### src/include/packetfilt_settings.svh
`ifndef PACKETFILT_SETTINGS_SVH
`define PACKETFILT_SETTINGS_SVH

// AXI4-Lite register window
`define PF_AXI_ADDR_WIDTH 12

// Code memory holds 2**6 instructions
`define PF_CODE_ADDR_WIDTH 6

// Packet buffer of 64 words or 256 bytes
`define PF_PKT_ADDR_WIDTH 6
`define PF_PKT_DATA_WIDTH 32
`define PF_PKT_LEN_WIDTH (`PF_PKT_ADDR_WIDTH + 1) // Length in words, a full buffer fits
`define PF_PKT_BYTES_WIDTH (`PF_PKT_ADDR_WIDTH + 3) // Length in bytes

`endif

### src/verilog/pf_isa_pkg.sv
package pf_isa_pkg;

	// Classic BPF opcodes kept by this VM
	typedef enum logic [15:0] {
		LD_IMM    = 16'h0000, // A = k
		ALU_ADD_K = 16'h0004, // A = A + k
		RET_K     = 16'h0006,
		JEQ_K     = 16'h0015,
		RET_A     = 16'h0016,
		LD_W_ABS  = 16'h0020, // Word at byte offset k
		JGT_K     = 16'h0025,
		LD_H_ABS  = 16'h0028,
		LD_B_ABS  = 16'h0030,
		JSET_K    = 16'h0045, // Taken when A & k is nonzero
		ALU_AND_K = 16'h0054,
		LD_LEN    = 16'h0080  // A = packet length in bytes
	} bpf_opcode_e;

	// One 64-bit instruction, inst_high is opcode/jt/jf and inst_low is k
	typedef struct packed {
		bpf_opcode_e opcode;
		logic [7:0]  jt;
		logic [7:0]  jf;
		logic [31:0] k;
	} bpf_inst_t;

	typedef enum logic [2:0] {
		HOLD, LOAD_K, LOAD_B, LOAD_H, LOAD_W, ADD_K, AND_K
	} alu_op_e;

	typedef enum logic [2:0] {
		IDLE, FETCH, EXEC, LOAD, VERDICT
	} vm_state_e;

endpackage

### src/verilog/pf_if.sv
`timescale 1ns/10ps
`include "packetfilt_settings.svh"

// Sequencer to ALU
interface alu_if;
	pf_isa_pkg::alu_op_e op;
	logic [31:0] k; // Operand and compare value
	logic [1:0] byte_off; // Byte lane within the packet word
	logic [`PF_PKT_BYTES_WIDTH-1:0] pkt_len_bytes;
	logic [31:0] acc;
	logic eq_k;
	logic gt_k;
	logic set_k;

	modport initiator (output op, k, byte_off, pkt_len_bytes, input acc, eq_k, gt_k, set_k);
	modport target (input op, k, byte_off, output acc, eq_k, gt_k, set_k);
endinterface


### src/verilog/bpf_alu.sv
`timescale 1ns/10ps
`include "packetfilt_settings.svh"

module bpf_alu (
	input  logic clk,
	input  logic rst_n,
	alu_if.target alu,
	input  logic [`PF_PKT_DATA_WIDTH-1:0] pkt_word
);
	logic [7:0] byte_sel;
	logic [15:0] half_sel;

	// Big-endian lanes, byte 0 is the top byte
	always_comb begin
		case (alu.byte_off)
			2'd0: byte_sel = pkt_word[31:24];
			2'd1: byte_sel = pkt_word[23:16];
			2'd2: byte_sel = pkt_word[15:8];
			default: byte_sel = pkt_word[7:0];
		endcase
	end

	// Half-word at offset 3 wraps inside the same word
	always_comb begin
		case (alu.byte_off)
			2'd0: half_sel = pkt_word[31:16];
			2'd1: half_sel = pkt_word[23:8];
			2'd2: half_sel = pkt_word[15:0];
			default: half_sel = {pkt_word[7:0], pkt_word[31:24]};
		endcase
	end

	// Accumulator
	always_ff @(posedge clk) begin
		if (!rst_n) begin
			alu.acc <= 32'd0;
		end else begin
			case (alu.op)
				pf_isa_pkg::LOAD_K: alu.acc <= alu.k;
				pf_isa_pkg::LOAD_B: alu.acc <= {24'd0, byte_sel};
				pf_isa_pkg::LOAD_H: alu.acc <= {16'd0, half_sel};
				pf_isa_pkg::LOAD_W: alu.acc <= pkt_word;
				pf_isa_pkg::ADD_K: alu.acc <= alu.acc + alu.k; // Wraps at 32 bits
				pf_isa_pkg::AND_K: alu.acc <= alu.acc & alu.k;
				default: alu.acc <= alu.acc;
			endcase
		end
	end

	// Jump conditions, unsigned
	assign alu.eq_k = (alu.acc == alu.k);
	assign alu.gt_k = (alu.acc > alu.k);
	assign alu.set_k = |(alu.acc & alu.k);

endmodule

### src/flat_wrapper.sv
// flat-port wrapper written by rule: the top's interface ports become plain ports
module bpf_alu_flat 
  (clk, rst_n, pkt_word, alu_op, alu_k, alu_byte_off, alu_acc, alu_eq_k, alu_gt_k, alu_set_k);
  alu_if alu_i ();
  input  logic clk;
  input  logic rst_n;
  input  logic [`PF_PKT_DATA_WIDTH-1:0] pkt_word;
  input wire logic [$bits(alu_i.op)-1:0] alu_op;
  input wire logic [$bits(alu_i.k)-1:0] alu_k;
  input wire logic [$bits(alu_i.byte_off)-1:0] alu_byte_off;
  output wire logic [$bits(alu_i.acc)-1:0] alu_acc;
  output wire logic [$bits(alu_i.eq_k)-1:0] alu_eq_k;
  output wire logic [$bits(alu_i.gt_k)-1:0] alu_gt_k;
  output wire logic [$bits(alu_i.set_k)-1:0] alu_set_k;
  assign alu_i.op = alu_op;
  assign alu_i.k = alu_k;
  assign alu_i.byte_off = alu_byte_off;
  assign alu_acc = alu_i.acc;
  assign alu_eq_k = alu_i.eq_k;
  assign alu_gt_k = alu_i.gt_k;
  assign alu_set_k = alu_i.set_k;
  bpf_alu u_core (.clk(clk), .rst_n(rst_n), .alu(alu_i), .pkt_word(pkt_word));
endmodule
### config.mk
export PLATFORM = sky130hd
export DESIGN_NAME = bpf_alu_flat
export DESIGN_NICKNAME = d
export VERILOG_FILES = /design/src/verilog/pf_isa_pkg.sv /design/src/verilog/pf_if.sv /design/src/verilog/bpf_alu.sv /design/src/flat_wrapper.sv
export VERILOG_INCLUDE_DIRS = /design/src /design/src/include
export SDC_FILE = /design/constraint.sdc
export NUM_CORES = 1
export LEC_CHECK = 0
export BUFFER_PORTS_ARGS = -buffer_cell sky130_fd_sc_hd__buf_2
export CORE_MARGIN = 4
export CORE_UTILIZATION = 58
export CTS_CLUSTER_SIZE = 10
export DETAILED_ROUTE_END_ITERATION = 6
export PLACE_DENSITY = 0.83
export SLEW_MARGIN = 0
export SYNTH_ARGS = -nofsm -noshare
export SYNTH_HDL_FRONTEND = slang
export SYNTH_SLANG_ARGS = --single-unit
### constraint.sdc
create_clock -name clk -period 3.45 [get_ports clk]
set_input_delay 0.1725 -clock clk [delete_from_list [all_inputs] [get_ports clk]]
set_output_delay 0.1725 -clock clk [all_outputs]
set_load 0.02 [all_outputs]
* Yosys cells after proc, flatten, opt, wreduce, memory -nomap -nowiden
Index checks and enable logic that the tools add are counted.
** Word-level totals
- Output and inout bits :: 35
- Word-level logic and storage cells :: 19
- Flip-flop bits (word level) :: 32
- Input bits :: 71
** Cells by class
- Bitwise operators :: 1
- Eq/ne operators :: 9
- Mux-type cells :: 3
- Order comparisons :: 1
- Add/subtract/negate cells :: 1
- Reduce and logical (&&, ||, !) cells :: 3
** Operators by type and width (number)
- case mux 32 bit (6 select lines) :: 1
- case mux 16 bit (3 select lines) :: 1
- adder 32 bit :: 1
- bitwise AND 32 bit :: 1
- equality test 32 bit :: 1
- greater-than comparator 32 bit :: 1
- OR reduction 32 bit :: 1
- case mux 8 bit (3 select lines) :: 1
- equality test 3 bit, second input constant :: 3
- equality test 3 x 2 -> 1 bit, second input constant :: 2
- nonzero test 6 bit :: 1
- equality test 3 x 1 -> 1 bit, second input constant :: 1
- equality test 2 x 1 -> 1 bit, second input constant :: 1
- equality test 2 bit, second input constant :: 1
- zero test 2 bit :: 1

* Logic depth before layout (Yosys ltp)
Gate-level depths: netlist of run 1.
- Word-level depth :: 3
- Gate-level depth with buffers :: 11
- Mapped depth without buffers :: 11

* Least setup slack after synthesis of run 1
No wires, ideal clock.
- Path kind :: register to register
- Start point :: register u_core.alu.acc[17]
- End point :: register u_core.alu.acc[30]
- Arrival time :: 2610 ps
- Library setup time :: 120 ps
- Buffers on the path :: 1
- Required time :: 3330 ps
- Stages on the path, launching flop included :: 9
- Setup slack :: 721 ps
- Period minus slack after synthesis :: 2729 ps
- Cell sequence :: dfxtp_1 -> ha_1 -> clkbuf_1 -> nor4_2 -> nor4b_2 -> nand4_1 -> o221ai_2 -> mux2_1 -> a211o_1
** On the way
- Longest elaborated chain between the ends :: 2
** RTL lines
- start, declared :: line pf_if.sv:16 : modport target (input op, k, byte_off, output acc, eq_k, gt_k, set_k);
- start signal, assigned :: line bpf_alu.sv:39 : pf_isa_pkg::LOAD_K: alu.acc <= alu.k;
- start signal, assigned :: line bpf_alu.sv:40 : pf_isa_pkg::LOAD_B: alu.acc <= {24'd0, byte_sel};
- start signal, assigned :: line bpf_alu.sv:41 : pf_isa_pkg::LOAD_H: alu.acc <= {16'd0, half_sel};
- adder 32 bit :: line bpf_alu.sv:43 : pf_isa_pkg::ADD_K: alu.acc <= alu.acc + alu.k;
- case mux 32 bit (6 select lines) :: line bpf_alu.sv:38 : case (alu.op)
Every way passes these cells.
A chain may end at the register's enable or synchronous reset.

* Worst setup path in the final report of run 1
- Start point :: register u_core.alu.acc[28]
- End point :: output port alu_gt_k
** On the way
- Longest elaborated chain between the ends :: 1
** RTL lines
- greater-than comparator 32 bit :: line bpf_alu.sv:52 : assign alu.gt_k = (alu.acc > alu.k);
- end, declared :: line flat_wrapper.sv:13 : output wire logic [$bits(alu_i.gt_k)-1:0] alu_gt_k;
Every way passes these cells.

==> results of run 1 <==
## worst max-delay path: cells and delay by family (launching register included)
family	cells	cell delay, ns
adders and majority gates	1	0.49
and+or+nand+nor	5	1.53
DFF	1	0.35
buffers and inverters	1	0.17
## cell type report
class                   instances  area [sq um]
clock buffers                   6         72.57
clock inverters                 1         5.005
fillers                       763          2841
inverters                      67         251.5
multi-input cells             579          4237
flip-flops and latches         32         640.6
well taps                     108         135.1
repair buffers                118         623.1
## per-layer routing
metal / GRT usage [%] / up-vias
met2: 63.32 / 560
met1: 47.88 / 2987
met3: 10.39 / 133
li1: - / 2856
met4: 22.98 / 0
met5: 0 / -
## cells by family (layout without fill, tap and decap cells)
| kind of cell | Yosys count | count (layout) | synth area share, % |
|---|---|---|---|
| compound gates | 252 | 252 | 31.41 |
| simple gates | 209 | 209 | 19.54 |
| buf+inv | 113 | 192 | 8.093 |
| fa+ha+maj | 65 | 65 | 15.48 |
| flops | 32 | 32 | 12.08 |
| mux | 29 | 29 | 9.439 |
| xor+xnor | 24 | 24 | 3.964 |
## power by group through the flow
stage          combinational [mW]  clock [mW]  sequential [mW]
6_report                     1.03       0.312            0.444
5_1_grt                      1.10       0.320            0.449
4_1_cts                     0.994       0.312            0.443
3_5_place_dp                0.989           0            0.451
3_3_place_gp                0.974           0            0.447
2_1_floorplan               0.637           0            0.487
## stage by stage
stage | hold WS (ns) | cells | setup slack, ns | utilization (%) | cell area, sq um
6_report | 0.1983 | 911 | 0.4539 | 67.73 | 5964
5_1_grt | 0.2327 | 911 | 0.2815 | 67.73 | 5964
4_1_cts | 0.1968 | 911 | 0.5758 | 67.73 | 5964
3_5_place_dp | 0.4880 | 904 | 0.6798 | 66.85 | 5887
3_3_place_gp | 0.4684 | 904 | 0.7458 | 66.85 | 5887
2_1_floorplan | 0.3418 | 724 | 0.7206 | - | 5303
## cell usage in the layout (no fill, tap or decap), drive strengths merged, types with 4 or more instances in the layout
cell type  netlist  final
a211oi           8      8
nor3            11     11
nand3           16     16
a222oi           7      7
o31ai            6      6
inv             65     65
nand2           41     41
xnor2           23     23
o211a            6      6
o22ai           15     15
mux2i            5      5
ha              64     64
buf              8    118
mux4            16     16
dfxtp           32     32
a21oi           76     76
a221oi           6      6
a211o            4      4
nand4           13     13
mux2             8      8
nor2            67     67
o21ai           61     61
a311oi           5      5
clkbuf          38      6
o211ai          14     14
nor4            27     27
a31oi            4      4
o21bai           5      5
nor2b           13     13
o221ai          11     11
## worst paths after layout
kind / endpoint / start / cells after the start
max: alu_gt_k / u_core.alu.acc[28] / 7
min: u_core.alu.acc[24] / alu_k[24] / 3
max reg2reg: u_core.alu.acc[30] / u_core.alu.acc[0] / 11
min reg2reg: u_core.alu.acc[0] / u_core.alu.acc[0] / 2
==> impl_metrics.py, run 1 <==
metrics = {
    "place": {
        "hpwlAfterDp_mm": 16.91,
        "portBuffers": 105,
        "routability_driven_placement_congestion_ratio": 1.085,
    },
    "worst_setup_path": {
        "criticalPathCategory": "reg2out",
        "crit_path_max_incr_delay_ns": 0.74,
        "ff2ff_setup_slack_ns": 0.60,
        "cp_slowest_cell": "sky130_fd_sc_hd__nor4_1",
        "startpoint_type": "flip-flop",
        "worst-endpoint-required_ns": 3.28,
        "arrival_worst_endpoint_ns": 2.82,
        "path_max_fanout": 9,
        "critPathCaptureType": "output port",
        "crit_path_cell_trace": "ha_1, nand4_1, nor4_1, nand2_1, nor3_1, nor2_1, buf_2",
    },
    "grt": {
        "number_of_antenna_violations_at_the_first_check_in_global_routing": 0,
        "grt_use_total_pct": 39.55,
        "grt_start_max_net_pins": 49,
        "gr-total-overflow": 0,
        "grt_pass1_vias": 6399,
        "grt_first_pass_wirelength_mm": 34.54,
    },
    "synth": {
        "synthesis.yosys.warnings": 0,
        "syn_inst": 724,
        "synth.ff_latch_count": 32,
        "synth_largest_type_area_fraction_pct": 15.10,
        "postSynthNetCount": 860,
        "postSynth.asyncResetShare_pct": 0,
        "number_of_synthesized_flops_with_an_enable_pin": 0,
        "seq_area_frac_synth_pct": 12.08,
        "synth.top_cells.by_area": "sky130_fd_sc_hd__ha_1 (15%), sky130_fd_sc_hd__dfxtp_1 (12%), sky130_fd_sc_hd__a21oi_1 (7.1%)",
        "leading_post_synthesis_cells_by_instance_count": "sky130_fd_sc_hd__a21oi_1 (75), sky130_fd_sc_hd__nor2_1 (66), sky130_fd_sc_hd__ha_1 (64)",
        "most_frequent_cell_after_synthesis": "sky130_fd_sc_hd__a21oi_1",
        "synth_flop_cell": "sky130_fd_sc_hd__dfxtp_1",
        "syn_avg_cell_area_sq_um": 7.324,
        "yosys.cell_types.count": 68,
        "post_synth_instance_area_sq_um": 5303,
        "netlist.top_cell.by_area": "sky130_fd_sc_hd__ha_1",
    },
    "layout": {
        "reg.largest.list": "u_core.alu.acc (32)",
        "final_nets": 939,
        "flip_flop_count_of_the_largest_register_after_layout": 32,
        "largest-register": "u_core.alu.acc",
        "area_growth_syn_to_layout_pct": 12.48,
        "drive_above_1_share_pct": 20.55,
        "antenna_cells": 0,
    },
    "power_and_ir_drop": {
        "power.clock.fraction_pct": 17.5,
        "power.share.switching_pct": 48.35,
        "power_report.internal_total_mw": 0.9217,
        "cellLeakagePower_nw": 2.699,
        "comb_power_share_pct": 57.6,
        "power.sequential.fraction_pct": 24.9,
        "p_total_mw": 1.784,
        "ir_worst_vdd_v": 0.0001785,
        "power.density_nw_per_um2": 299.2,
        "power.net_switching_mw": 0.8628,
    },
    "route": {
        "drt-total-wl_mm": 22.14,
        "total_length_of_routed_met3_wires_mm": 3.018,
        "dr.pass1.iters": 7,
        "detail_routed_net_length_per_standard_cell_um": 24.31,
        "route.met2.wl_mm": 9.855,
        "route.detailed.vias_per_inst": 7.175,
        "drt_drc_violations_left": 1,
        "maxUsedRoutingLayer": "met4",
        "met1_length_mm": 7.809,
        "dr_total_vias": 6536,
        "final_antenna_net_count": 0,
        "first_iter_violations": 727,
    },
    "clock_tree": {
        "total_cts_buffers": 5,
        "cts_post_setup_buffers_inserted": 0,
        "cts-htree-levels": 2,
        "clk_pin_slew_worst_paths_ns": 0.08,
        "cts_root_buf": "sky130_fd_sc_hd__clkbuf_8",
        "postCtsResizedCells": 0,
        "cts_buffer_depth": 2,
        "cts_sinks": 32,
        "cts_hold_bufs": 0,
        "cts_tree": "yes",
        "clk_latency_ns": 0.30,
    },
    "status": {
        "outcome": "complete, but fails checks",
        "violations_in_the_final_reports": "DRC",
    },
    "hold_path": {
        "timing.hold.worst.class": "in2reg",
    },
    "timing": {
        "relSlewSlack_pct": 44.43,
        "layout_worst_path_cycle_share_pct": 86.84,
        "fmax_mhz": 333.8,
        "period_needed_ns": 2.996,
        "max_slew_violation_total_from_the_final_report": 0,
        "grt_setup_unrepaired": "no",
        "tightestPinTransition_ns": 0.8305,
        "final.setup_skew_ns": 0.007396,
        "setup_violations": 0,
        "fin_setup_tns_ns": 0,
        "timing.final.hold_violations": 0,
    },
    "die": {
        "row_count": 34,
        "floorplan.initialDensity_pct": 60.22,
        "die_x_um": 103.6,
        "ios": 106,
        "core_area_sq_um": 8806,
        "die_outline_area_sq_um": 10740,
        "chipHeight_um": 103.6,
    },
    "run": {
        "max-cap-violations": 0,
    },
}
No activity file was read; power rests on OpenSTA's default activity.
==> run 2, diff against run 1 <==
CORE_MARGIN = 5   (was 4)
==> run 2 against run 1 <==
The flow now finishes without violations. Combinational power about the same. First-iteration DRC count up 25%. Die area up 3.9%. Non-clock buffer count is 1 higher. Cell area is 0.34% higher. Via count is essentially flat.
==> impl_metrics.py, run 2 (synthesized netlist as in run 1, its figures left out) <==
metrics = {
    "worst_setup_path": {
        "arrival_worst_endpoint_ns": 2.80,
        "path_max_fanout": 5,
        "cp_slowest_cell": "sky130_fd_sc_hd__nor4_1",
        "crit_path_cell_trace": "ha_1, inv_1, nor4_1, a21oi_1, a21oi_1, nor4_1, a21oi_1, nor3_1, nor2_1, buf_2",
        "timing.critical_path.buf_inv": 2,
        "worst-endpoint-required_ns": 3.28,
        "critPathCaptureType": "output port",
        "crit_path_max_incr_delay_ns": 0.44,
        "criticalPathCategory": "reg2out",
        "critical_path.most_common_cell": "sky130_fd_sc_hd__a21oi_1",
        "timing.critical_path.max_delay_family": "simple AND/OR/NAND/NOR gates",
        "startpoint_type": "flip-flop",
    },
    "clock_tree": {
        "cts_tree": "yes",
        "cts_hold_bufs": 0,
        "total_cts_buffers": 5,
        "clk_latency_ns": 0.30,
        "cts-htree-levels": 2,
        "cts_root_buf": "sky130_fd_sc_hd__clkbuf_8",
        "cts_sinks": 32,
        "postCtsResizedCells": 0,
        "clk_pin_slew_worst_paths_ns": 0.08,
        "cts_post_setup_buffers_inserted": 0,
        "cts_buffer_depth": 2,
    },
    "layout": {
        "area_growth_syn_to_layout_pct": 12.86,
        "reg.largest.list": "u_core.alu.acc (32)",
        "drive_above_1_share_pct": 20.62,
        "largest-register": "u_core.alu.acc",
        "count_of_filler_cells_inserted_in_the_layout": 795,
        "final_nets": 940,
        "antenna_cells": 0,
        "most-common-layout-cells": "sky130_fd_sc_hd__buf_2 (105), sky130_fd_sc_hd__a21oi_1 (75), sky130_fd_sc_hd__nor2_1 (66), sky130_fd_sc_hd__ha_1 (64), sky130_fd_sc_hd__inv_1 (61)",
        "layout.cells.most_common": "sky130_fd_sc_hd__buf_2",
        "flip_flop_count_of_the_largest_register_after_layout": 32,
    },
    "place": {
        "dp_worst_setup_slack_ns": 0.5729,
        "portBuffers": 105,
        "hpwlAfterDp_mm": 17.29,
        "routability_driven_placement_congestion_ratio": 1.137,
    },
    "power_and_ir_drop": {
        "power.clock.fraction_pct": 18.9,
        "comb_power_share_pct": 56.7,
        "power_report.internal_total_mw": 0.9510,
        "power.density_nw_per_um2": 305.0,
        "cellLeakagePower_nw": 2.707,
        "power.share.switching_pct": 47.89,
        "power.sequential.fraction_pct": 24.4,
        "power.net_switching_mw": 0.8741,
        "ir_worst_vdd_v": 0.0001844,
    },
    "timing": {
        "finalHoldWorstSlack_ns": 0.1880,
        "period_needed_ns": 2.975,
        "setup_violations": 0,
        "relSlewSlack_pct": 43.87,
        "postLayoutSetupSlackWorst_ns": 0.4751,
        "fmax_mhz": 336.1,
        "grt_setup_unrepaired": "no",
        "timing.final.hold_violations": 0,
        "fin_setup_tns_ns": 0,
        "layout_worst_path_cycle_share_pct": 86.23,
        "max_slew_violation_total_from_the_final_report": 0,
        "final.setup_skew_ns": 0.006975,
        "tightestPinTransition_ns": 0.8367,
    },
    "die": {
        "row_count": 34,
        "floorplan.initialDensity_pct": 60.22,
        "die_x_um": 105.6,
        "chipHeight_um": 105.6,
        "core_area_sq_um": 8806,
        "ios": 106,
        "die_outline_area_sq_um": 11150,
    },
    "grt": {
        "gr-usage-met3_pct": 7.274,
        "number_of_antenna_violations_at_the_first_check_in_global_routing": 1,
        "grt_first_pass_wirelength_mm": 34.54,
        "met2_global_route_usage_pct": 64.21,
        "grt_start_max_net_pins": 46,
        "gr-total-overflow": 0,
        "gr-max-usage-layer": "met2",
        "grt_use_total_pct": 38.97,
        "grt_pass1_vias": 6380,
        "grt_use_met1_pct": 47.43,
    },
    "route": {
        "dr.pass1.iters": 6,
        "final_antenna_net_count": 0,
        "detail_routed_net_length_per_standard_cell_um": 24.60,
        "dr_total_vias": 6540,
        "drt_drc_violations_left": 0,
        "first_iter_violations": 911,
        "route.detailed.vias_per_inst": 7.163,
        "drt-total-wl_mm": 22.46,
    },
    "status": {
        "outcome": "finished, final reports clean",
    },
    "run": {
        "max-cap-violations": 0,
    },
    "hold_path": {
        "timing.hold.worst.class": "in2reg",
    },
}
==> run 2: changes by cell type in the layout (fill, tap and decap cells not counted) <==
cell	previous run	this run
sky130_fd_sc_hd__buf_4	13	14
sky130_fd_sc_hd__clkbuf_1	1	2
sky130_fd_sc_hd__clkbuf_8	5	6
sky130_fd_sc_hd__clkinv_2	1	0
==> run 2: worst reg2reg max path: cells and delay by family, from the launching register on <==
kind	cells	cell delay (ns)
DFF	1	0.34
muxes	1	0.36
AOI/OAI and AO/OA	2	0.50
adders and majority gates	1	0.43
and+or+nand+nor	3	1.20
==> run 2: power by group through the flow <==
stage | Clock [mW] | Sequential (mW) | Combinational (mW)
3_3_place_gp | 0 | 0.447 | 0.984
4_1_cts | 0.338 | 0.443 | 1.00
5_1_grt | 0.357 | 0.450 | 1.10
3_5_place_dp | 0 | 0.451 | 0.996
6_report | 0.345 | 0.445 | 1.04
2_1_floorplan | 0 | 0.487 | 0.637
==> run 2: per-layer routing <==
layer	vias up	wire [um]
li1	2867	-
met3	134	2661
met4	0	1610
met2	531	10140
met5	-	0
met1	3008	8045
==> run 2: final timing paths <==
kind	start	to	slack, ns	cells after the start
hold reg to reg	u_core.alu.acc[0]	u_core.alu.acc[0]	0.49	2
setup / recovery	u_core.alu.acc[9]	alu_gt_k	0.48	10
setup reg to reg	u_core.alu.acc[16]	u_core.alu.acc[30]	0.52	7
hold / removal	alu_k[20]	u_core.alu.acc[20]	0.19	3
==> run 2: area by class of cell <==
| class | count | area, sq um | share of cell area (%) |
|---|---|---|---|
| timing repair buffer | 119 | 630.6 | 10.54 |
| clock buffer | 8 | 90.09 | 1.505 |
| sequential | 32 | 640.6 | 10.70 |
| multi-input combinational | 579 | 4237 | 70.79 |
| tap | 108 | 135.1 | 2.258 |
| inverter | 67 | 251.5 | 4.202 |
==> run 2: through the flow <==
| step | std cells | util [%] | total power [mW] | instance area, sq um |
|---|---|---|---|---|
| final | 913 | 67.96 | 1.825 | 5984 |
| after global routing | 913 | 67.96 | 1.910 | 5984 |
| after CTS | 913 | 67.96 | 1.783 | 5984 |
| after detailed placement | 905 | 66.94 | 1.448 | 5894 |
| after global placement | 905 | 66.94 | 1.431 | 5894 |
| after floorplan | 724 | - | 1.124 | 5303 |
==> run 3, diff against run 2 <==
ABC_AREA = 1   (was default)
==> run 3 against run 2 <==
Global-route usage shrank 0.093 points. Maximum frequency increased by 8.2%. Critical path depth is the same. Clock-buffer cell count unchanged. Wire length rose by 1.9%. Die area up 7.1%. Clock skew is 0.0026 ns higher. Non-clock buffer count shrank 11. Register-to-register slack gained 0.55 ns. Via count increased by 15%. Largest power group unchanged.
==> impl_metrics.py, run 3 <==
metrics = {
    "clock_tree": {
        "cts_sinks": 32,
        "cts_hold_bufs": 0,
        "cts_root_buf": "sky130_fd_sc_hd__clkbuf_8",
        "cts_buffer_depth": 2,
        "clk_latency_ns": 0.31,
        "postCtsResizedCells": 0,
        "cts-htree-levels": 2,
        "clk_pin_slew_worst_paths_ns": 0.08,
        "total_cts_buffers": 5,
        "cts_post_setup_buffers_inserted": 0,
        "cts_tree": "yes",
    },
    "route": {
        "drt_drc_violations_left": 0,
        "met1_length_mm": 9.112,
        "maxUsedRoutingLayer": "met4",
        "detail_routed_net_length_per_standard_cell_um": 18.35,
        "final_antenna_net_count": 0,
        "first_iter_violations": 1071,
        "drt-total-wl_mm": 22.90,
        "route.detailed.vias_per_inst": 6.003,
        "dr.pass1.iters": 7,
        "total_length_of_routed_met3_wires_mm": 3.310,
        "route.met2.wl_mm": 9.689,
        "dr_total_vias": 7492,
    },
    "synth": {
        "netlist.top_cell.by_area": "sky130_fd_sc_hd__nand2_1",
        "multiplexer_area_fraction_after_synthesis_pct": 0,
        "most_frequent_cell_after_synthesis": "sky130_fd_sc_hd__nand2_1",
        "yosys.cell_types.count": 41,
        "synthesis.yosys.warnings": 0,
        "synth.top_cells.by_area": "sky130_fd_sc_hd__nand2_1 (19%), sky130_fd_sc_hd__ha_1 (14%), sky130_fd_sc_hd__inv_1 (13%)",
        "number_of_synthesized_flops_with_an_enable_pin": 0,
        "postSynthNetCount": 1160,
        "post_synth_instance_area_sq_um": 5717,
        "synth-simple-area-share_pct": 34.58,
        "postSynth.asyncResetShare_pct": 0,
        "synth.ff_latch_count": 32,
        "leading_post_synthesis_cells_by_instance_count": "sky130_fd_sc_hd__nand2_1 (296), sky130_fd_sc_hd__inv_1 (200), sky130_fd_sc_hd__o21ai_0 (73)",
        "synth_largest_type_area_fraction_pct": 19.44,
        "synth_top_family_by_area": "simple AND/OR/NAND/NOR gates",
        "syn_avg_cell_area_sq_um": 5.583,
        "synth-adder-area-share_pct": 14.36,
        "syn_inst": 1024,
        "synth_flop_cell": "sky130_fd_sc_hd__dfxtp_1",
        "compound_gate_fraction_of_synth_area_pct": 23.70,
        "synthXorXnorAreaFrac_pct": 0.4596,
        "seq_area_frac_synth_pct": 11.21,
    },
    "timing": {
        "fmax_mhz": 363.6,
        "final.setup_skew_ns": 0.009578,
        "max_slew_violation_total_from_the_final_report": 0,
        "relSlewSlack_pct": 46.21,
        "tightestPinTransition_ns": 0.8059,
        "setup_violations": 0,
        "grt_setup_unrepaired": "no",
        "period_needed_ns": 2.750,
        "layout_worst_path_cycle_share_pct": 79.72,
        "timing.final.hold_violations": 0,
        "fin_setup_tns_ns": 0,
        "postLayoutSetupSlackWorst_ns": 0.6996,
    },
    "die": {
        "chipHeight_um": 109.3,
        "die_x_um": 109.3,
        "ios": 106,
        "die_outline_area_sq_um": 11940,
        "core_area_sq_um": 9684,
        "floorplan.initialDensity_pct": 59.03,
        "row_count": 36,
    },
    "grt": {
        "grt_start_max_net_pins": 36,
        "grt_first_pass_wirelength_mm": 35.87,
        "gr-total-overflow": 0,
        "grt_pass1_vias": 6859,
        "grt_use_total_pct": 38.87,
        "number_of_antenna_violations_at_the_first_check_in_global_routing": 0,
    },
    "layout": {
        "drive_above_1_share_pct": 12.29,
        "largest-register": "u_core.alu.acc",
        "layout.cells.most_common": "sky130_fd_sc_hd__nand2_1",
        "most-common-layout-cells": "sky130_fd_sc_hd__nand2_1 (296), sky130_fd_sc_hd__inv_1 (200), sky130_fd_sc_hd__buf_2 (105), sky130_fd_sc_hd__o21ai_0 (73), sky130_fd_sc_hd__nor2_1 (70)",
        "antenna_cells": 0,
        "flip_flop_count_of_the_largest_register_after_layout": 32,
        "final_nets": 1250,
        "reg.largest.list": "u_core.alu.acc (32)",
        "area_growth_syn_to_layout_pct": 11.91,
    },
    "worst_setup_path": {
        "criticalPathCategory": "reg2out",
        "startpoint_type": "flip-flop",
        "rr_endpoint": "u_core.alu.acc[22]",
        "ff2ff_setup_slack_ns": 1.07,
        "path_max_fanout": 6,
        "arrival_worst_endpoint_ns": 2.58,
        "reg_to_reg_startpoint": "u_core.alu.acc[0]",
        "worst_reg_to_reg_cells": 14,
        "critical_path.most_common_cell": "sky130_fd_sc_hd__inv_1",
        "worst-endpoint-required_ns": 3.28,
        "crit_path_cell_trace": "ha_1, inv_1, nor3_1, inv_1, nor4_1, nand3_1, inv_1, a21oi_1, nor2_1, buf_2",
        "critPathCaptureType": "output port",
        "cp_slowest_cell": "sky130_fd_sc_hd__ha_1",
        "timing.critical_path.from": "u_core.alu.acc[29]",
        "crit_end": "alu_gt_k",
        "timing.critical_path.buf_inv": 4,
        "timing.critical_path.depth": 10,
        "timing.critical_path.max_delay_family": "simple AND/OR/NAND/NOR gates",
        "crit_path_max_incr_delay_ns": 0.39,
    },
    "hold_path": {
        "timing.hold.worst.class": "in2reg",
        "min_path_cells": 3,
    },
    "place": {
        "hpwlAfterDp_mm": 18.54,
        "routability_driven_placement_congestion_ratio": 1.067,
        "portBuffers": 105,
        "dp_worst_setup_slack_ns": 1.111,
    },
    "power_and_ir_drop": {
        "ir_worst_vdd_v": 0.0002461,
        "cellLeakagePower_nw": 3.619,
        "power.density_nw_per_um2": 293.2,
        "p_total_mw": 1.876,
    },
    "status": {
        "outcome": "finished, final reports clean",
    },
    "run": {
        "max-cap-violations": 0,
    },
}
-- run 3: changes by cell type after synthesis, sizes merged, moves of 16 or more --
cell	before	now
nand2	41	300
inv	65	204
nand3	16	59
clkbuf	38	10
o21ai	61	84
xnor2	23	1
nor4	27	8
mux4	16	0
-- run 3: cells by family after synthesis --
group           after synthesis
xor+xnor                      3
simple gates                471
buf+inv                     229
compound gates              224
fa+ha+maj                    65
flops                        32
-- run 3: final cells by class --
cell class,count,area (sq um)
Sequential cell,32,640.6
Fill cell,957,3287
Timing Repair Buffer,108,548.0
Multi-Input combinational cell,763,4187
Clock buffer,8,90.09
Inverter,204,765.7
Tap cell,133,166.4
-- run 3: worst reg2reg max path, delay by kind of cell (launching register included) --
kind / cells / cell delay (ns)
AND/OR/NAND/NOR: 9 / 0.94
AO/OA/AOI/OAI: 1 / 0.15
adder cells (fa/ha/maj): 2 / 0.65
flip-flops: 1 / 0.39
buffers and inverters: 2 / 0.18
-- run 3: per-layer routing --
metal	track usage [%]	vias to the layer above
li1	-	3520
met1	53.64	3355
met2	59.08	555
met3	10.48	62
met4	11.49	0
met5	0	-
-- run 3: stage by stage --
step | std cells | hold WS (ns) | utilization [%] | area, sq um
floorplan | 1024 | 0.3569 | - | 5717
global placement | 1240 | 0.4938 | 65.13 | 6307
detailed placement | 1240 | 0.5033 | 65.13 | 6307
CTS | 1248 | 0.1933 | 66.06 | 6397
global route | 1248 | 0.2123 | 66.06 | 6397
finish | 1248 | 0.1965 | 66.06 | 6397
-- run 3: report_power, final --
part           internal (mW)  switching [mW]
clock                  0.163           0.168
combinational          0.343           0.747
sequential             0.408          0.0460
total                  0.914           0.962
-- run 3: worst min path at each step --
| stage | slack (ns) | to | startpoint |
|---|---|---|---|
| global route | 0.21 | u_core.alu.acc[0] | alu_k[0] |
| detailed placement | 0.50 | u_core.alu.acc[6] | u_core.alu.acc[6] |
| finish | 0.20 | u_core.alu.acc[0] | alu_k[0] |
| global placement | 0.49 | u_core.alu.acc[0] | alu_k[0] |
| CTS | 0.19 | u_core.alu.acc[0] | alu_k[0] |
| floorplan | 0.36 | u_core.alu.acc[0] | alu_k[0] |
