File: src/include/packetfilt_settings.svh
`ifndef PACKETFILT_SETTINGS_SVH
`define PACKETFILT_SETTINGS_SVH

// AXI4-Lite register window
`define PF_AXI_ADDR_WIDTH 12

// Code memory holds 2**6 instructions
`define PF_CODE_ADDR_WIDTH 6

// Packet buffer of 64 words or 256 bytes
`define PF_PKT_ADDR_WIDTH 6
`define PF_PKT_DATA_WIDTH 32
`define PF_PKT_LEN_WIDTH (`PF_PKT_ADDR_WIDTH + 1) // Length in words, a full buffer fits
`define PF_PKT_BYTES_WIDTH (`PF_PKT_ADDR_WIDTH + 3) // Length in bytes

`endif

File: src/verilog/pf_isa_pkg.sv
package pf_isa_pkg;

	// Classic BPF opcodes kept by this VM
	typedef enum logic [15:0] {
		LD_IMM    = 16'h0000, // A = k
		ALU_ADD_K = 16'h0004, // A = A + k
		RET_K     = 16'h0006,
		JEQ_K     = 16'h0015,
		RET_A     = 16'h0016,
		LD_W_ABS  = 16'h0020, // Word at byte offset k
		JGT_K     = 16'h0025,
		LD_H_ABS  = 16'h0028,
		LD_B_ABS  = 16'h0030,
		JSET_K    = 16'h0045, // Taken when A & k is nonzero
		ALU_AND_K = 16'h0054,
		LD_LEN    = 16'h0080  // A = packet length in bytes
	} bpf_opcode_e;

	// One 64-bit instruction, inst_high is opcode/jt/jf and inst_low is k
	typedef struct packed {
		bpf_opcode_e opcode;
		logic [7:0]  jt;
		logic [7:0]  jf;
		logic [31:0] k;
	} bpf_inst_t;

	typedef enum logic [2:0] {
		HOLD, LOAD_K, LOAD_B, LOAD_H, LOAD_W, ADD_K, AND_K
	} alu_op_e;

	typedef enum logic [2:0] {
		IDLE, FETCH, EXEC, LOAD, VERDICT
	} vm_state_e;

endpackage

File: src/verilog/pf_if.sv
`timescale 1ns/10ps
`include "packetfilt_settings.svh"

// Sequencer to ALU
interface alu_if;
	pf_isa_pkg::alu_op_e op;
	logic [31:0] k; // Operand and compare value
	logic [1:0] byte_off; // Byte lane within the packet word
	logic [`PF_PKT_BYTES_WIDTH-1:0] pkt_len_bytes;
	logic [31:0] acc;
	logic eq_k;
	logic gt_k;
	logic set_k;

	modport initiator (output op, k, byte_off, pkt_len_bytes, input acc, eq_k, gt_k, set_k);
	modport target (input op, k, byte_off, output acc, eq_k, gt_k, set_k);
endinterface

// Sequencer to packet buffer
interface pkt_if;
	logic [`PF_PKT_ADDR_WIDTH-1:0] rd_addr;
	logic accept; // One cycle, never with reject
	logic reject;
	logic [`PF_PKT_DATA_WIDTH-1:0] rd_data; // One cycle after rd_addr
	logic [`PF_PKT_LEN_WIDTH-1:0] len_words;
	logic pkt_ready; // Buffer holds a packet to filter

	modport initiator (output rd_addr, accept, reject, input rd_data, len_words, pkt_ready);
	modport target (input rd_addr, accept, reject, output rd_data, len_words, pkt_ready);
endinterface

File: src/verilog/bpf_control.sv
`timescale 1ns/10ps
`include "packetfilt_settings.svh"

module bpf_control (
	input  logic clk,
	input  logic rst_n,
	input  logic start,
	output logic [`PF_CODE_ADDR_WIDTH-1:0] fetch_addr,
	input  pf_isa_pkg::bpf_inst_t inst,
	alu_if.initiator alu,
	pkt_if.initiator pkt,
	output logic [15:0] drops
);
	pf_isa_pkg::vm_state_e state;
	logic [`PF_CODE_ADDR_WIDTH-1:0] pc;
	logic [`PF_CODE_ADDR_WIDTH-1:0] pc_next;
	logic [7:0] jump_off; // Zero for anything but a jump
	logic is_load;
	logic [2:0] load_size;
	logic [32:0] load_end;
	logic load_oob;
	logic ret_accept;
	logic verdict_accept;

	assign fetch_addr = pc;
	assign pc_next = pc + 1'b1 + `PF_CODE_ADDR_WIDTH'(jump_off);
	assign pkt.rd_addr = inst.k[`PF_PKT_ADDR_WIDTH+1:2]; // Word holding byte k
	assign alu.byte_off = inst.k[1:0];
	assign alu.pkt_len_bytes = {pkt.len_words, 2'b00};
	assign alu.k = (inst.opcode == pf_isa_pkg::LD_LEN) ? 32'(alu.pkt_len_bytes) : inst.k;

	// Load width and bounds
	always_comb begin
		is_load = 1'b1;
		case (inst.opcode)
			pf_isa_pkg::LD_B_ABS: load_size = 3'd1;
			pf_isa_pkg::LD_H_ABS: load_size = 3'd2;
			pf_isa_pkg::LD_W_ABS: load_size = 3'd4;
			default: begin
				is_load = 1'b0;
				load_size = 3'd0;
			end
		endcase
	end
	assign load_end = {1'b0, inst.k} + 33'(load_size);
	assign load_oob = load_end > 33'(alu.pkt_len_bytes); // Past the last byte

	// Branch offset
	always_comb begin
		case (inst.opcode)
			pf_isa_pkg::JEQ_K: jump_off = alu.eq_k ? inst.jt : inst.jf;
			pf_isa_pkg::JGT_K: jump_off = alu.gt_k ? inst.jt : inst.jf;
			pf_isa_pkg::JSET_K: jump_off = alu.set_k ? inst.jt : inst.jf;
			default: jump_off = 8'd0;
		endcase
	end

	assign ret_accept = (inst.opcode == pf_isa_pkg::RET_A) ? (alu.acc != 32'd0) : (inst.k != 32'd0);

	// ALU command, EXEC for immediate ops and LOAD for packet data
	always_comb begin
		alu.op = pf_isa_pkg::HOLD;
		if (state == pf_isa_pkg::EXEC) begin
			case (inst.opcode)
				pf_isa_pkg::LD_IMM, pf_isa_pkg::LD_LEN: alu.op = pf_isa_pkg::LOAD_K;
				pf_isa_pkg::ALU_ADD_K: alu.op = pf_isa_pkg::ADD_K;
				pf_isa_pkg::ALU_AND_K: alu.op = pf_isa_pkg::AND_K;
				default: alu.op = pf_isa_pkg::HOLD;
			endcase
		end else if (state == pf_isa_pkg::LOAD) begin
			case (inst.opcode)
				pf_isa_pkg::LD_B_ABS: alu.op = pf_isa_pkg::LOAD_B;
				pf_isa_pkg::LD_H_ABS: alu.op = pf_isa_pkg::LOAD_H;
				default: alu.op = pf_isa_pkg::LOAD_W;
			endcase
		end
	end

	// Sequencer, parked in IDLE while stopped
	always_ff @(posedge clk) begin
		if (!rst_n || !start) begin
			state <= pf_isa_pkg::IDLE;
			pc <= '0;
			verdict_accept <= 1'b0;
		end else begin
			case (state)
				pf_isa_pkg::IDLE: begin
					pc <= '0;
					if (pkt.pkt_ready)
						state <= pf_isa_pkg::FETCH;
				end
				pf_isa_pkg::FETCH: state <= pf_isa_pkg::EXEC; // Code memory latency
				pf_isa_pkg::EXEC: begin
					if (is_load) begin
						verdict_accept <= 1'b0;
						state <= load_oob ? pf_isa_pkg::VERDICT : pf_isa_pkg::LOAD;
					end else begin
						case (inst.opcode)
							pf_isa_pkg::LD_IMM, pf_isa_pkg::LD_LEN, pf_isa_pkg::ALU_ADD_K,
							pf_isa_pkg::ALU_AND_K, pf_isa_pkg::JEQ_K, pf_isa_pkg::JGT_K,
							pf_isa_pkg::JSET_K: begin
								pc <= pc_next;
								state <= pf_isa_pkg::FETCH;
							end
							pf_isa_pkg::RET_K, pf_isa_pkg::RET_A: begin
								verdict_accept <= ret_accept;
								state <= pf_isa_pkg::VERDICT;
							end
							default: begin
								verdict_accept <= 1'b0; // Unknown opcode
								state <= pf_isa_pkg::VERDICT;
							end
						endcase
					end
				end
				pf_isa_pkg::LOAD: begin
					pc <= pc_next; // Packet word arrived, ALU takes it now
					state <= pf_isa_pkg::FETCH;
				end
				default: state <= pf_isa_pkg::IDLE; // After the verdict pulse
			endcase
		end
	end

	assign pkt.accept = (state == pf_isa_pkg::VERDICT) && verdict_accept;
	assign pkt.reject = (state == pf_isa_pkg::VERDICT) && !verdict_accept;

	// Drop counter, saturating
	always_ff @(posedge clk) begin
		if (!rst_n || !start)
			drops <= 16'd0;
		else if (pkt.reject && drops != 16'hFFFF)
			drops <= drops + 1'b1;
	end

endmodule

File: src/flat_wrapper.sv
// flat-port wrapper written by rule: the top's interface ports become plain ports
module bpf_control_flat 
  (clk, rst_n, start, fetch_addr, inst, drops, alu_op, alu_k, alu_byte_off, alu_pkt_len_bytes, alu_acc, alu_eq_k, alu_gt_k, alu_set_k, pkt_rd_addr, pkt_accept, pkt_reject, pkt_rd_data, pkt_len_words, pkt_pkt_ready);
  alu_if alu_i ();
  pkt_if pkt_i ();
  input  logic clk;
  input  logic rst_n;
  input  logic start;
  output logic [`PF_CODE_ADDR_WIDTH-1:0] fetch_addr;
  input  pf_isa_pkg::bpf_inst_t inst;
  output logic [15:0] drops;
  output wire logic [$bits(alu_i.op)-1:0] alu_op;
  output wire logic [$bits(alu_i.k)-1:0] alu_k;
  output wire logic [$bits(alu_i.byte_off)-1:0] alu_byte_off;
  output wire logic [$bits(alu_i.pkt_len_bytes)-1:0] alu_pkt_len_bytes;
  input wire logic [$bits(alu_i.acc)-1:0] alu_acc;
  input wire logic [$bits(alu_i.eq_k)-1:0] alu_eq_k;
  input wire logic [$bits(alu_i.gt_k)-1:0] alu_gt_k;
  input wire logic [$bits(alu_i.set_k)-1:0] alu_set_k;
  output wire logic [$bits(pkt_i.rd_addr)-1:0] pkt_rd_addr;
  output wire logic [$bits(pkt_i.accept)-1:0] pkt_accept;
  output wire logic [$bits(pkt_i.reject)-1:0] pkt_reject;
  input wire logic [$bits(pkt_i.rd_data)-1:0] pkt_rd_data;
  input wire logic [$bits(pkt_i.len_words)-1:0] pkt_len_words;
  input wire logic [$bits(pkt_i.pkt_ready)-1:0] pkt_pkt_ready;
  assign alu_op = alu_i.op;
  assign alu_k = alu_i.k;
  assign alu_byte_off = alu_i.byte_off;
  assign alu_pkt_len_bytes = alu_i.pkt_len_bytes;
  assign alu_i.acc = alu_acc;
  assign alu_i.eq_k = alu_eq_k;
  assign alu_i.gt_k = alu_gt_k;
  assign alu_i.set_k = alu_set_k;
  assign pkt_rd_addr = pkt_i.rd_addr;
  assign pkt_accept = pkt_i.accept;
  assign pkt_reject = pkt_i.reject;
  assign pkt_i.rd_data = pkt_rd_data;
  assign pkt_i.len_words = pkt_len_words;
  assign pkt_i.pkt_ready = pkt_pkt_ready;
  bpf_control u_core (.clk(clk), .rst_n(rst_n), .start(start), .fetch_addr(fetch_addr), .inst(inst), .alu(alu_i), .pkt(pkt_i), .drops(drops));
endmodule
File: config.mk
export PLATFORM = sky130hd
export DESIGN_NAME = bpf_control_flat
export DESIGN_NICKNAME = d
export VERILOG_FILES = /design/src/verilog/pf_isa_pkg.sv /design/src/verilog/pf_if.sv /design/src/verilog/bpf_control.sv /design/src/flat_wrapper.sv
export VERILOG_INCLUDE_DIRS = /design/src /design/src/include
export SDC_FILE = /design/constraint.sdc
export NUM_CORES = 1
export LEC_CHECK = 0
export BUFFER_PORTS_ARGS = -buffer_cell sky130_fd_sc_hd__buf_2
export CORE_ASPECT_RATIO = 1.25
export CORE_MARGIN = 8
export CORE_UTILIZATION = 37
export CTS_CLUSTER_SIZE = 30
export DETAILED_ROUTE_END_ITERATION = 10
export GPL_TIMING_DRIVEN = 0
export PLACE_DENSITY = 0.72
export SYNTH_ARGS = -nofsm -noshare
export SYNTH_HDL_FRONTEND = slang
export SYNTH_SLANG_ARGS = --single-unit
File: constraint.sdc
create_clock -name clk -period 9.7 [get_ports clk]
set_input_delay 1.94 -clock clk [delete_from_list [all_inputs] [get_ports clk]]
set_output_delay 1.94 -clock clk [all_outputs]
set_load 0.02 [all_outputs]
# Word-level counts from Yosys, hierarchy flattened
# Cells that the tools add are included.
[totals] ramBits=0 n_memories=0 input_bits=142 register_bits=26 rom_bits=0 latchBits=0
[op_classes] n_eq_ne=20 muxes=22 add_sub_neg=4 mul=0 shifts=0 order_cmp=1 bitwise=0 div=0 reduce_logical=18
[op_table] cell="$eq 16x6->1 const B" count=4
[op_table] cell="$reduce_bool 32->1" count=2
[op_table] cell="$pmux 6 s3" count=2
[op_table] cell="$add 32x3->33" count=1
[op_table] cell="$gt 33x9->1" count=1
[op_table] cell="$eq 16x3->1 const B" count=2
[op_table] cell="$eq 16x5->1 const B" count=2
[op_table] cell="$eq 16x7->1 const B" count=2
[op_table] cell="$mux 32" count=1
[op_table] cell="$mux 6" count=5
[op_table] cell="$mux 3" count=6
[op_table] cell="$pmux 3 s3" count=2
[op_table] cell="$add 16x1->16 const B" count=1
[op_table] cell="$eq 16x8->1 const B" count=1
[op_table] cell="$logic_not 16->1" count=1
[op_table] cell="$ne 16x16->1 const B" count=1
[op_table] cell="$pmux 3 s4" count=1
[op_table] cell="$reduce_or 7->1" count=1
[op_table] cell="$add 6x1->6 const B" count=1
[op_table] cell="$add 6x6->6" count=1
[op_table] cell="$eq 3x2->1 const B" count=2
[op_table] cell="$ne 2x2->1 const B" count=3
[op_table] cell="$pmux 3 s2" count=1
[op_table] cell="$reduce_or 2->1" count=2
[op_table] cell="13 further kinds" count=19

# Logic depth before layout (Yosys ltp)
# Gate-level depths: netlist (run 1).
[logic_depth] ltp_word=7 depth_mapped=19 mapped_depth_nobuf=19

# Least setup slack after synthesis (run 1)
# Ideal clock, no wire load.
[synth_timing] path_kind="input to register" startpoint="input inst[57] (netlist name)" endpoint="register u_core.state[0]" path_buffers=0 t_arrival_ns=5.756 setup_time_ns=0.087 slack_ns=3.857 stages=18 cell_sequence="nor4_2 nand2_1 nor2_1 nand3_1 nor3b_1 ha_1 and3_1 or2_2 and3_1 xor2_1 ha_1 nand4_1 a21oi_1 a2111oi_0 a21oi_1 nor4_1 nand4b_1 o31ai_1"
[synth_via] elab_chain_cells=7
[synth_lines] item="start, declared" line="flat_wrapper.sv:10" rtl="input pf_isa_pkg::bpf_inst_t inst;"
[synth_lines] item="$eq 16x6->1" line="bpf_control.sv:35" rtl="case (inst.opcode)"
[synth_lines] item="$pmux 3 s3" line="bpf_control.sv:35"
[synth_lines] item="$add 32x3->33" line="bpf_control.sv:45" rtl="assign load_end = {1'b0, inst.k} + 33'(load_size);"
[synth_lines] item="$gt 33x9->1" line="bpf_control.sv:46" rtl="assign load_oob = load_end > 33'(alu.pkt_len_bytes);"
[synth_lines] item="$mux 3" line="bpf_control.sv:96" rtl="state <= load_oob ? pf_isa_pkg::VERDICT : pf_isa_pkg::LOAD;"
[synth_lines] item="$mux 3 (*)" line="bpf_control.sv:94" rtl="if (is_load) begin"
[synth_lines] item="$pmux 3 s4 (*)" line="bpf_control.sv:86" rtl="case (state)"
[synth_lines] item="end signal, assigned" line="bpf_control.sv:90" rtl="state <= pf_isa_pkg::FETCH;"
[synth_lines] item="end signal, assigned" line="bpf_control.sv:92" rtl="pf_isa_pkg::FETCH: state <= pf_isa_pkg::EXEC;"
[synth_lines] item="end signal, assigned" line="bpf_control.sv:96"
[synth_lines] item="end, declared" line="bpf_control.sv:14" rtl="pf_isa_pkg::vm_state_e state;"
# Mark *: on every way between the ends. The rest lies on a longest branch, timed or not.
# A chain may end at the register's enable or synchronous reset.

# Worst setup path after layout (run 1)
# Same ends and word-level chain as after synthesis.

==> flow_metrics.tcl, run 1 <==
set metrics [dict create \
    synthFlopType "dfxtp_1" \
    syn_area_sq_um 3283 \
    die-area_sq_um 12160 \
    die_w_um 100.3 \
    cts_tree "built" \
    use_met3_pct 4.076 \
    hold_path.class "reg2reg" \
    syn_avg_cell_area_sq_um 7.428 \
    start_util_pct 37.94 \
    met2_usage_pct 34.80 \
    synth-simple-area-share_pct 40.51 \
    drive_above_1_share_pct 35.05 \
    nets 784 \
    first_global_vias 4166 \
    cp_max_fo 6 \
    boundaryPins 218 \
    critical_path_class "in2reg" \
    io_buffers 176 \
    std_cell_rows 38 \
    synthCells 442 \
    rsz0062_at_grt "no" \
    drt-total-wl_um 11810 \
    path_clk_slew_ns 0.09 \
    finalHoldViolCount 0 \
    cp-start-kind "primary input" \
    synth_top_family_by_area "simple AND/OR/NAND/NOR gates" \
    synth_fa_ha_area_share_pct 7.317 \
    busiest_layer "met2" \
    tightest_slew_ns 0.7041 \
    period_share_pct 67.06 \
    cts_resized 0 \
    grt_max_degree 14 \
    clock-sinks 26 \
    overflow 0 \
    ys_seq_area_share_pct 15.85 \
    diodes 0 \
    arrival_ns 6.69 \
    power-per-cell-area_nw_per_um2 61.65 \
    r2r_slack_ns 7.15 \
    timing.max_cap.violations 0 \
    wire_per_inst_um 15.92 \
    timing.rr.end "u_core.drops[13]" \
    antenna_found_initial 0 \
    grt_pass1_wl_um 19380 \
    dp_hpwl_um 10140 \
    timing.rr.start "u_core.drops[0]" \
    nFillCells 897 \
    synth_cell_types 69 \
    critPathLaunch "inst[57]" \
    slowest_delay_ns 0.49 \
    viasPerCell 5.356 \
    p_leak_uw 0.001963 \
    clock.fmax_mhz 153.7 \
    drt_iter0_drc 238 \
    areaGrowthSynthToFinish_pct 32.77 \
    crit_end "u_core.state[0]" \
    rr_worst_depth 8 \
    final_core_util_pct 50.38 \
    setup_tns_ns 0 \
    post-route-drc-count 0 \
    path_cells "buf_2, nor4_2, nand2_1, nor2_1, nand3_1, nor3b_1, ha_1, and3_1, or2_2, and3_1, xor2_1, ha_1, nand4_1, a21oi_1, a2111oi_0, a21oi_1, nor4_1, nand4b_1, o31ai_1" \
    period_minus_slack_ns 6.505 \
    worstPathRequired_ns 9.88 \
    grt_use_total_pct 18.88 \
    synth_edf_count 0 \
    async_flop_share_pct 0 \
    drtAntennaViolNets 0 \
    status "finished, final reports clean" \
    coreArea_sq_um 8653 \
    cp-end-kind "flip-flop" \
    slew_violations 0 \
    die_h_um 121.3 \
    ys_warn_count 0 \
    cts.path.max_buffers 2 \
    root_buffer "clkbuf_8" \
    synthMuxAreaShare_pct 3.963 \
    grt_use_met1_pct 21.54 \
    setup_viol 0 \
    cts-buffers-inserted 3 \
    vdd_ir_drop_max_mv 0.06254 \
    slew-limit-headroom_pct 52.94 \
    dr_total_vias 3974 \
    post_cts_buffers 0 \
    first_pass_iters 4 \
    place_congestion 0.9279 \
    insertion_delay_ns 0.26 \
    cts_hold_buffers 0 \
    ys_seq_elements 26 \
    htreeDepth 1 \
    synthXorXnorAreaFrac_pct 9.070 \
    synth_compound_area_share_pct 15.63 \
    skew_ns 0.006203 \
    cp_slowest_cell "nor3b_1" \
]
==> stage by stage <==
stage / instances / hold WS (ns) / instance area [sq um] / power, uW / setup WS [ns]
5_1_grt: 742 / 0.5181 / 4359 / 285.7 / 2.819
3_5_place_dp: 739 / 0.4665 / 4318 / 212.5 / 2.842
3_3_place_gp: 739 / 0.4643 / 4318 / 210.8 / 2.909
6_report: 742 / 0.4785 / 4359 / 268.7 / 3.195
2_1_floorplan: 443 / 0.5103 / 3287 / 163.1 / 3.857
4_1_cts: 742 / 0.4817 / 4359 / 271.8 / 3.138
==> cells in the final DEF (no fill, tap or decap), drive strengths merged, types with 3 or more instances in the layout <==
master / n
a2111oi: 3
a21o: 7
a21oi: 12
a22o: 4
a22oi: 4
a31oi: 4
and2: 3
and3: 8
and4: 5
buf: 198
clkbuf: 9
dfxtp: 26
ha: 16
inv: 18
mux2: 8
mux2i: 4
nand2: 30
nand2b: 3
nand3: 22
nand3b: 3
nand4: 17
nand4b: 3
nor2: 47
nor2b: 26
nor3: 13
nor3b: 6
nor4: 23
nor4b: 5
o21ai: 12
o22ai: 5
or2: 4
or3: 5
or4: 6
xnor2: 17
xor2: 17
==> worst min path at each step <==
stage,start,end,cells past startpoint
CTS,u_core.fetch_addr[5],u_core.fetch_addr[5],2
floorplan,u_core.state[1],u_core.state[0],2
global placement,u_core.fetch_addr[5],u_core.fetch_addr[5],2
detailed placement,u_core.fetch_addr[5],u_core.fetch_addr[5],2
global route,u_core.fetch_addr[3],u_core.fetch_addr[3],2
finish,u_core.fetch_addr[5],u_core.fetch_addr[5],2
==> worst max-delay path, delay by kind of cell <==
family	cells	cell delay, ns
AO/OA/AOI/OAI	4	0.87
XOR/XNOR	1	0.14
adder cells (fa/ha/maj)	2	0.62
buffers and inverters	1	0.10
AND/OR/NAND/NOR	11	2.99
==> routing by layer <==
| layer | wire, um | share of wire (%) |
|---|---|---|
| met4 | 136 | 1.2 |
| met1 | 4708 | 40 |
| met2 | 5900 | 50 |
| met5 | 0 | 0 |
| met3 | 1068 | 9.0 |
==> where the power goes <==
| group | internal, uW | switching, uW | leakage, uW |
|---|---|---|---|
| registers | 107 | 0.471 | 0.000209 |
| logic | 44.0 | 58.9 | 0.00173 |
| clock network | 27.7 | 30.7 | 0.0000216 |
| total | 179 | 90.1 | 0.00196 |
==> cell families after synthesis <==
kind of cell,Yosys count
other,1
AO/OA/AOI/OAI,71
adder cells (fa/ha/maj),18
flip-flops,26
XOR/XNOR,34
AND/OR/NAND/NOR,234
multiplexers,12
buffers and inverters,46
==> flip-flops by register name, indices dropped and copies added (netlist names) <==
register               count
u_core.verdict_accept      1
u_core.drops              16
u_core.fetch_addr          6
u_core.state               3
==> synth_stat cells (13+ instances only) <==
| cell | n | area [sq um] |
|---|---|---|
| buf_4 | 17 | 127.6 |
| dfxtp_1 | 26 | 520.5 |
| ha_1 | 16 | 200.2 |
| inv_1 | 18 | 67.56 |
| nand2_1 | 30 | 112.6 |
| nand3_1 | 21 | 105.1 |
| nand4_1 | 17 | 106.4 |
| nor2_1 | 47 | 176.4 |
| nor2b_1 | 26 | 162.7 |
| nor3_1 | 13 | 65.06 |
| nor4_1 | 20 | 125.1 |
| xnor2_1 | 17 | 148.9 |
| xor2_1 | 17 | 148.9 |
==> layout make-up <==
type                    instances  area (sq um)  area share, %
multi-input cells             371          2519          57.78
repair buffers                176         880.8          20.21
flip-flops and latches         26         520.5          11.94
plain buffers                  28         180.2          4.133
well taps                     120         150.1          3.444
inverters                      18         67.56          1.550
clock buffers                   3         41.29         0.9472
Power figures use the tool's default switching activity.
==> inputs of run 2 (changes only) <==
PLACE_DENSITY = 0.75   (was 0.72)
clock period = 5.8 ns   (was 9.7 ns; I/O delays follow)
==> run 2 against run 1 <==
Against the previous run:
- critical path depth is the same
- worst hold slack improved by 0.0049 ns
- clock power grew 98%
- sequential share of layout area is 0.12 points lower
- count of clock-buffer cells in the layout is 1 higher
- non-clock buffer count up 1
- cell count increased by 0.27%
- critical path type unchanged
==> flow_metrics.tcl, run 2 (synthesis results as in run 1) <==
set metrics [dict create \
    worstPathRequired_ns 5.99 \
    io_buffers 176 \
    first_pass_iters 4 \
    timing.max_cap.violations 0 \
    setup_tns_ns 0 \
    grt_max_degree 15 \
    finalHoldViolCount 0 \
    cts_hold_buffers 0 \
    htreeDepth 1 \
    cell_internal_pwr_uw 313.2 \
    power_frac_seq_pct 38.3 \
    drive_above_1_share_pct 35.90 \
    hold_path.class "reg2reg" \
    status "finished, final reports clean" \
    cp-start-kind "primary input" \
    antenna_found_initial 0 \
    viasPerCell 5.433 \
    final_cell_mix "buf_2 (179), nor2_1 (46), nand2_1 (29)" \
    critPathLaunch "inst[57]" \
    clock_power_share_pct 24.8 \
    swShare_pct 33.18 \
    timing.rr.start "u_core.drops[0]" \
    rr_worst_depth 8 \
    worst-path-buf-inv 1 \
    slew-limit-headroom_pct 53.02 \
    die-area_sq_um 12160 \
    grt_use_total_pct 18.26 \
    post-route-drc-count 0 \
    slew_violations 0 \
    grt_pass1_wl_um 18800 \
    cp_top_family "simple AND/OR/NAND/NOR gates" \
    slowest_delay_ns 0.42 \
    p_comb_share_pct 36.9 \
    path_clk_slew_ns 0.09 \
    cts.path.max_buffers 2 \
    clock.fmax_mhz 185.3 \
    period_minus_slack_ns 5.397 \
    cp-end-kind "flip-flop" \
    period_share_pct 93.05 \
    p_leak_uw 0.001982 \
    layout_commonest_cell "buf_2" \
    insertion_delay_ns 0.26 \
    nets 785 \
    rsz0062_at_grt "no" \
    overflow 0 \
    areaGrowthSynthToFinish_pct 34.07 \
    diodes 0 \
    std_cell_rows 38 \
    start_util_pct 37.94 \
    clock-sinks 26 \
    tightest_slew_ns 0.7029 \
    first_global_vias 3975 \
    critical_path_class "in2reg" \
    cp_slowest_cell "nor4_2" \
    top_register "u_core.drops" \
    setup_viol 0 \
    coreArea_sq_um 8653 \
    skew_ns 0.002019 \
    boundaryPins 218 \
    power-per-cell-area_nw_per_um2 106.5 \
    dp_hpwl_um 10130 \
    die_h_um 121.3 \
    drt-total-wl_um 11840 \
    switchingPower_uw 155.5 \
    cts-buffers-inserted 3 \
    path_cells "buf_2, nor4_2, nand2_2, nor2_1, nand3_1, nor3b_4, ha_1, and3_1, or2_2, and3_1, xor2_1, ha_1, nand4_1, a21oi_1, a2111oi_1, a21oi_1, nor4_1, nand4b_1, o31ai_1" \
    crit_cells 19 \
    dr_total_vias 4042 \
    wire_per_inst_um 15.91 \
    cp_max_fo 6 \
    cts_tree "built" \
    vdd_ir_drop_max_mv 0.1279 \
    place_congestion 0.9606 \
    drtAntennaViolNets 0 \
    drt_iter0_drc 220 \
    arrival_ns 5.58 \
    timing.rr.end "u_core.drops[13]" \
    power_uw 468.8 \
    largest_reg_flops 16 \
    crit_end "u_core.state[0]" \
    r2r_slack_ns 3.24 \
    root_buffer "clkbuf_8" \
    die_w_um 100.3 \
]
run 2: cell types whose count changed in the layout (fill, tap and decap cells not counted):
cell       change
a2111oi_0      -1
a2111oi_1      +1
buf_4          +1
clkbuf_8       +1
nand2_1        -1
nand2_2        +1
nor2_1         -1
nor2_2         +1
nor3b_1        -1
nor3b_4        +1
o21ai_1        -1
o21ai_2        +1
run 2: tightest hold or removal path, stage by stage, from the launching register on:
cell	delay, ns
dfxtp_1	0.34
inv_1	0.05
o21ai_1	0.06
run 2: worst min-delay path by stage:
stage,from,end,slack (ns),cells past startpoint
final,u_core.fetch_addr[5],u_core.fetch_addr[5],0.48,2
after global routing,u_core.fetch_addr[5],u_core.fetch_addr[5],0.52,2
after CTS,u_core.fetch_addr[5],u_core.fetch_addr[5],0.49,2
after detailed placement,u_core.fetch_addr[5],u_core.fetch_addr[5],0.47,2
after global placement,u_core.fetch_addr[5],u_core.fetch_addr[5],0.47,2
after floorplan,u_core.state[1],u_core.state[0],0.51,2
run 2: repair_timing:
action / 4_1_cts / 5_1_grt
resized for setup: 0 / 6
endpoints found under the setup margin: 0 / 3
buffers inserted: 0 / 1
run 2: stage by stage:
stage	util, %	setup WS [ns]	area [sq um]	hold slack (ns)	std cells
CTS	50.54	0.04288	4373	0.4883	743
floorplan	-	0.7374	3287	0.5103	443
global placement	49.90	-0.2396	4318	0.4657	739
global route	50.87	0.02787	4402	0.5170	744
detailed placement	49.90	-0.2467	4318	0.4704	739
finish	50.87	0.4033	4402	0.4835	744
run 2: cell type report:
type	instances	area (sq um)
Clock buffer	4	55.05
Inverter	18	67.56
Sequential cell	26	520.5
Multi-Input combinational cell	371	2540
Timing Repair Buffer	177	888.4
Tap cell	120	150.1
Buffer	28	180.2
Fill cell	920	4252
run 2: power by group through the flow:
stage / Sequential, uW / Clock (uW) / Combinational [uW]
2_1_floorplan: 184 / 0 / 89.2
3_3_place_gp: 184 / 0 / 169
3_5_place_dp: 184 / 0 / 172
4_1_cts: 180 / 120 / 172
5_1_grt: 180 / 127 / 188
6_report: 180 / 116 / 173
run 2: per-layer routing:
layer / share of wire (%) / vias to the layer above / GRT usage (%)
met4: 0.68 / 0 / 2.749
li1: - / 1982 / -
met1: 41 / 1896 / 21.24
met5: 0 / - / 0
met2: 51 / 158 / 33.96
met3: 7.9 / 6 / 3.444
==> inputs of run 3 (changes only) <==
MAX_ROUTING_LAYER = met4   (was default)
==> run 3 against run 2 <==
Against the previous run:
- clock skew about the same
- largest power group unchanged
- clock power hardly changed
- count of clock-buffer cells in the layout did not move
- highest routed layer unchanged
- sequential share of layout area hardly changed
- sequential cell count stayed put
- via count down 1.1%
- sequential power barely moved
- critical endpoint unchanged
==> flow_metrics.tcl, run 3 (synthesis results as in run 1) <==
set metrics [dict create \
    overflow 0 \
    vdd_ir_drop_max_mv 0.1148 \
    path_clk_slew_ns 0.09 \
    drive_above_1_share_pct 35.96 \
    drt-total-wl_um 11940 \
    largest_reg_flops 16 \
    std_cell_rows 38 \
    drt_iter0_drc 208 \
    io_buffers 176 \
    min_to "u_core.fetch_addr[5]" \
    viasPerCell 5.380 \
    die_h_um 121.3 \
    grt_pass1_wl_um 19200 \
    timing.max_cap.violations 0 \
    status "finished, final reports clean" \
    dr_total_vias 3997 \
    die_w_um 100.3 \
    place_congestion 0.9148 \
    period_minus_slack_ns 5.415 \
    cp-start-kind "primary input" \
    p_leak_uw 0.001977 \
    rsz0062_at_grt "no" \
    drtAntennaViolNets 0 \
    rr_worst_depth 8 \
    antenna_found_initial 0 \
    hp-start "u_core.fetch_addr[5]" \
    top_register "u_core.drops" \
    cts_tree "built" \
    cell_internal_pwr_uw 313.3 \
    coreArea_sq_um 8653 \
    htreeDepth 1 \
    root_buffer "clkbuf_8" \
    timing.rr.start "u_core.drops[0]" \
    grt_use_total_pct 19.21 \
    period_share_pct 93.36 \
    diodes 0 \
    tightest_slew_ns 0.7534 \
    cp_max_fo 6 \
    swShare_pct 33.06 \
    areaGrowthSynthToFinish_pct 33.99 \
    first_pass_iters 5 \
    finalHoldViolCount 0 \
    critical_path_class "in2reg" \
    boundaryPins 218 \
    power_frac_seq_pct 38.4 \
    post-route-drc-count 0 \
    first_global_vias 4076 \
    nets 784 \
    power_uw 468.0 \
    slew-limit-headroom_pct 49.64 \
    final_core_util_pct 50.84 \
    die-area_sq_um 12160 \
    hold_path.class "reg2reg" \
    arrival_ns 5.60 \
    final_cell_mix "buf_2 (179), nor2_1 (46), nand2_1 (29)" \
    slowest_delay_ns 0.43 \
    path_cells "buf_2, nor4_2, nand2_2, nor2_1, nand3_2, nor3b_4, ha_1, and3_1, or2_2, and3_1, xor2_1, ha_1, nand4_1, a21oi_1, a2111oi_1, a21oi_1, nor4_1, nand4b_1, o31ai_1" \
    cp-end-kind "flip-flop" \
    power-per-cell-area_nw_per_um2 106.4 \
    start_util_pct 37.94 \
    clock-sinks 26 \
    grt_max_degree 15 \
    r2r_slack_ns 3.31 \
    slew_violations 0 \
    skew_ns 0.001952 \
    cts_resized 1 \
    whs_ns 0.4860 \
    layout_commonest_cell "buf_2" \
    cp_top_family "simple AND/OR/NAND/NOR gates" \
    worstPathRequired_ns 5.98 \
    post_cts_buffers 0 \
    switchingPower_uw 154.7 \
    timing.rr.end "u_core.drops[13]" \
    dp_hpwl_um 10240 \
    wire_per_inst_um 16.07 \
    nFillCells 905 \
    clock_power_share_pct 24.5 \
    cts_hold_buffers 0 \
    cts.path.max_buffers 2 \
    worst-path-buf-inv 1 \
    cp_slowest_cell "nor4_2" \
    insertion_delay_ns 0.26 \
    setup_viol 0 \
    hold_path_depth 2 \
    cts-buffers-inserted 3 \
    p_comb_share_pct 37.1 \
    clock.fmax_mhz 184.7 \
]
[run 3: changes by cell type in the layout (fill, tap and decap cells not counted), sizes merged]
| cell | change |
|---|---|
| buf | -1 |
[run 3: power groups by stage]
stage	clock, uW	combinational [uW]	sequential [uW]
after global placement	0	169	184
after floorplan	0	89.2	184
final	115	174	180
after detailed placement	0	172	184
after global routing	124	189	180
after CTS	119	173	180
[run 3: tightest hold or removal path, cell delays in order (launching register included)]
cell and delay (ns):
dfxtp_1 0.33, inv_1 0.06, o21ai_1 0.06
[run 3: metrics by stage]
step | cell area (sq um) | setup TNS (ns) | std cells | setup WS, ns
after floorplan | 3287 | 0 | 443 | 0.7374
after detailed placement | 4318 | -0.7826 | 739 | -0.3360
after CTS | 4378 | 0 | 743 | 0.1425
final | 4399 | 0 | 743 | 0.3850
after global placement | 4318 | -0.5551 | 739 | -0.2489
after global routing | 4399 | 0 | 743 | 0.08733
[run 3: layer usage]
| metal | routed length, um | track usage [%] |
|---|---|---|
| met1 | 4871 | 21.34 |
| met2 | 6043 | 35.09 |
| met5 | 0 | - |
| met4 | 73 | 2.559 |
| met3 | 948 | 3.846 |
[run 3: layout make-up]
type                    count  area, sq um  share of cell area, %
multi-input cells         371         2545                  57.85
repair buffers            176        880.8                  20.02
flip-flops and latches     26        520.5                  11.83
plain buffers              28        180.2                  4.096
well taps                 120        150.1                  3.413
inverters                  18        67.56                  1.536
clock buffers               4        55.05                  1.251
[run 3: worst max path at each step]
| stage | from | end | depth (start not counted) |
|---|---|---|---|
| 2_1_floorplan | inst[57] | u_core.state[0] | 18 |
| 3_3_place_gp | inst[57] | u_core.state[0] | 19 |
| 3_5_place_dp | inst[57] | u_core.state[0] | 19 |
| 4_1_cts | inst[57] | u_core.state[0] | 19 |
| 5_1_grt | inst[57] | u_core.state[0] | 19 |
| 6_report | inst[57] | u_core.state[0] | 19 |
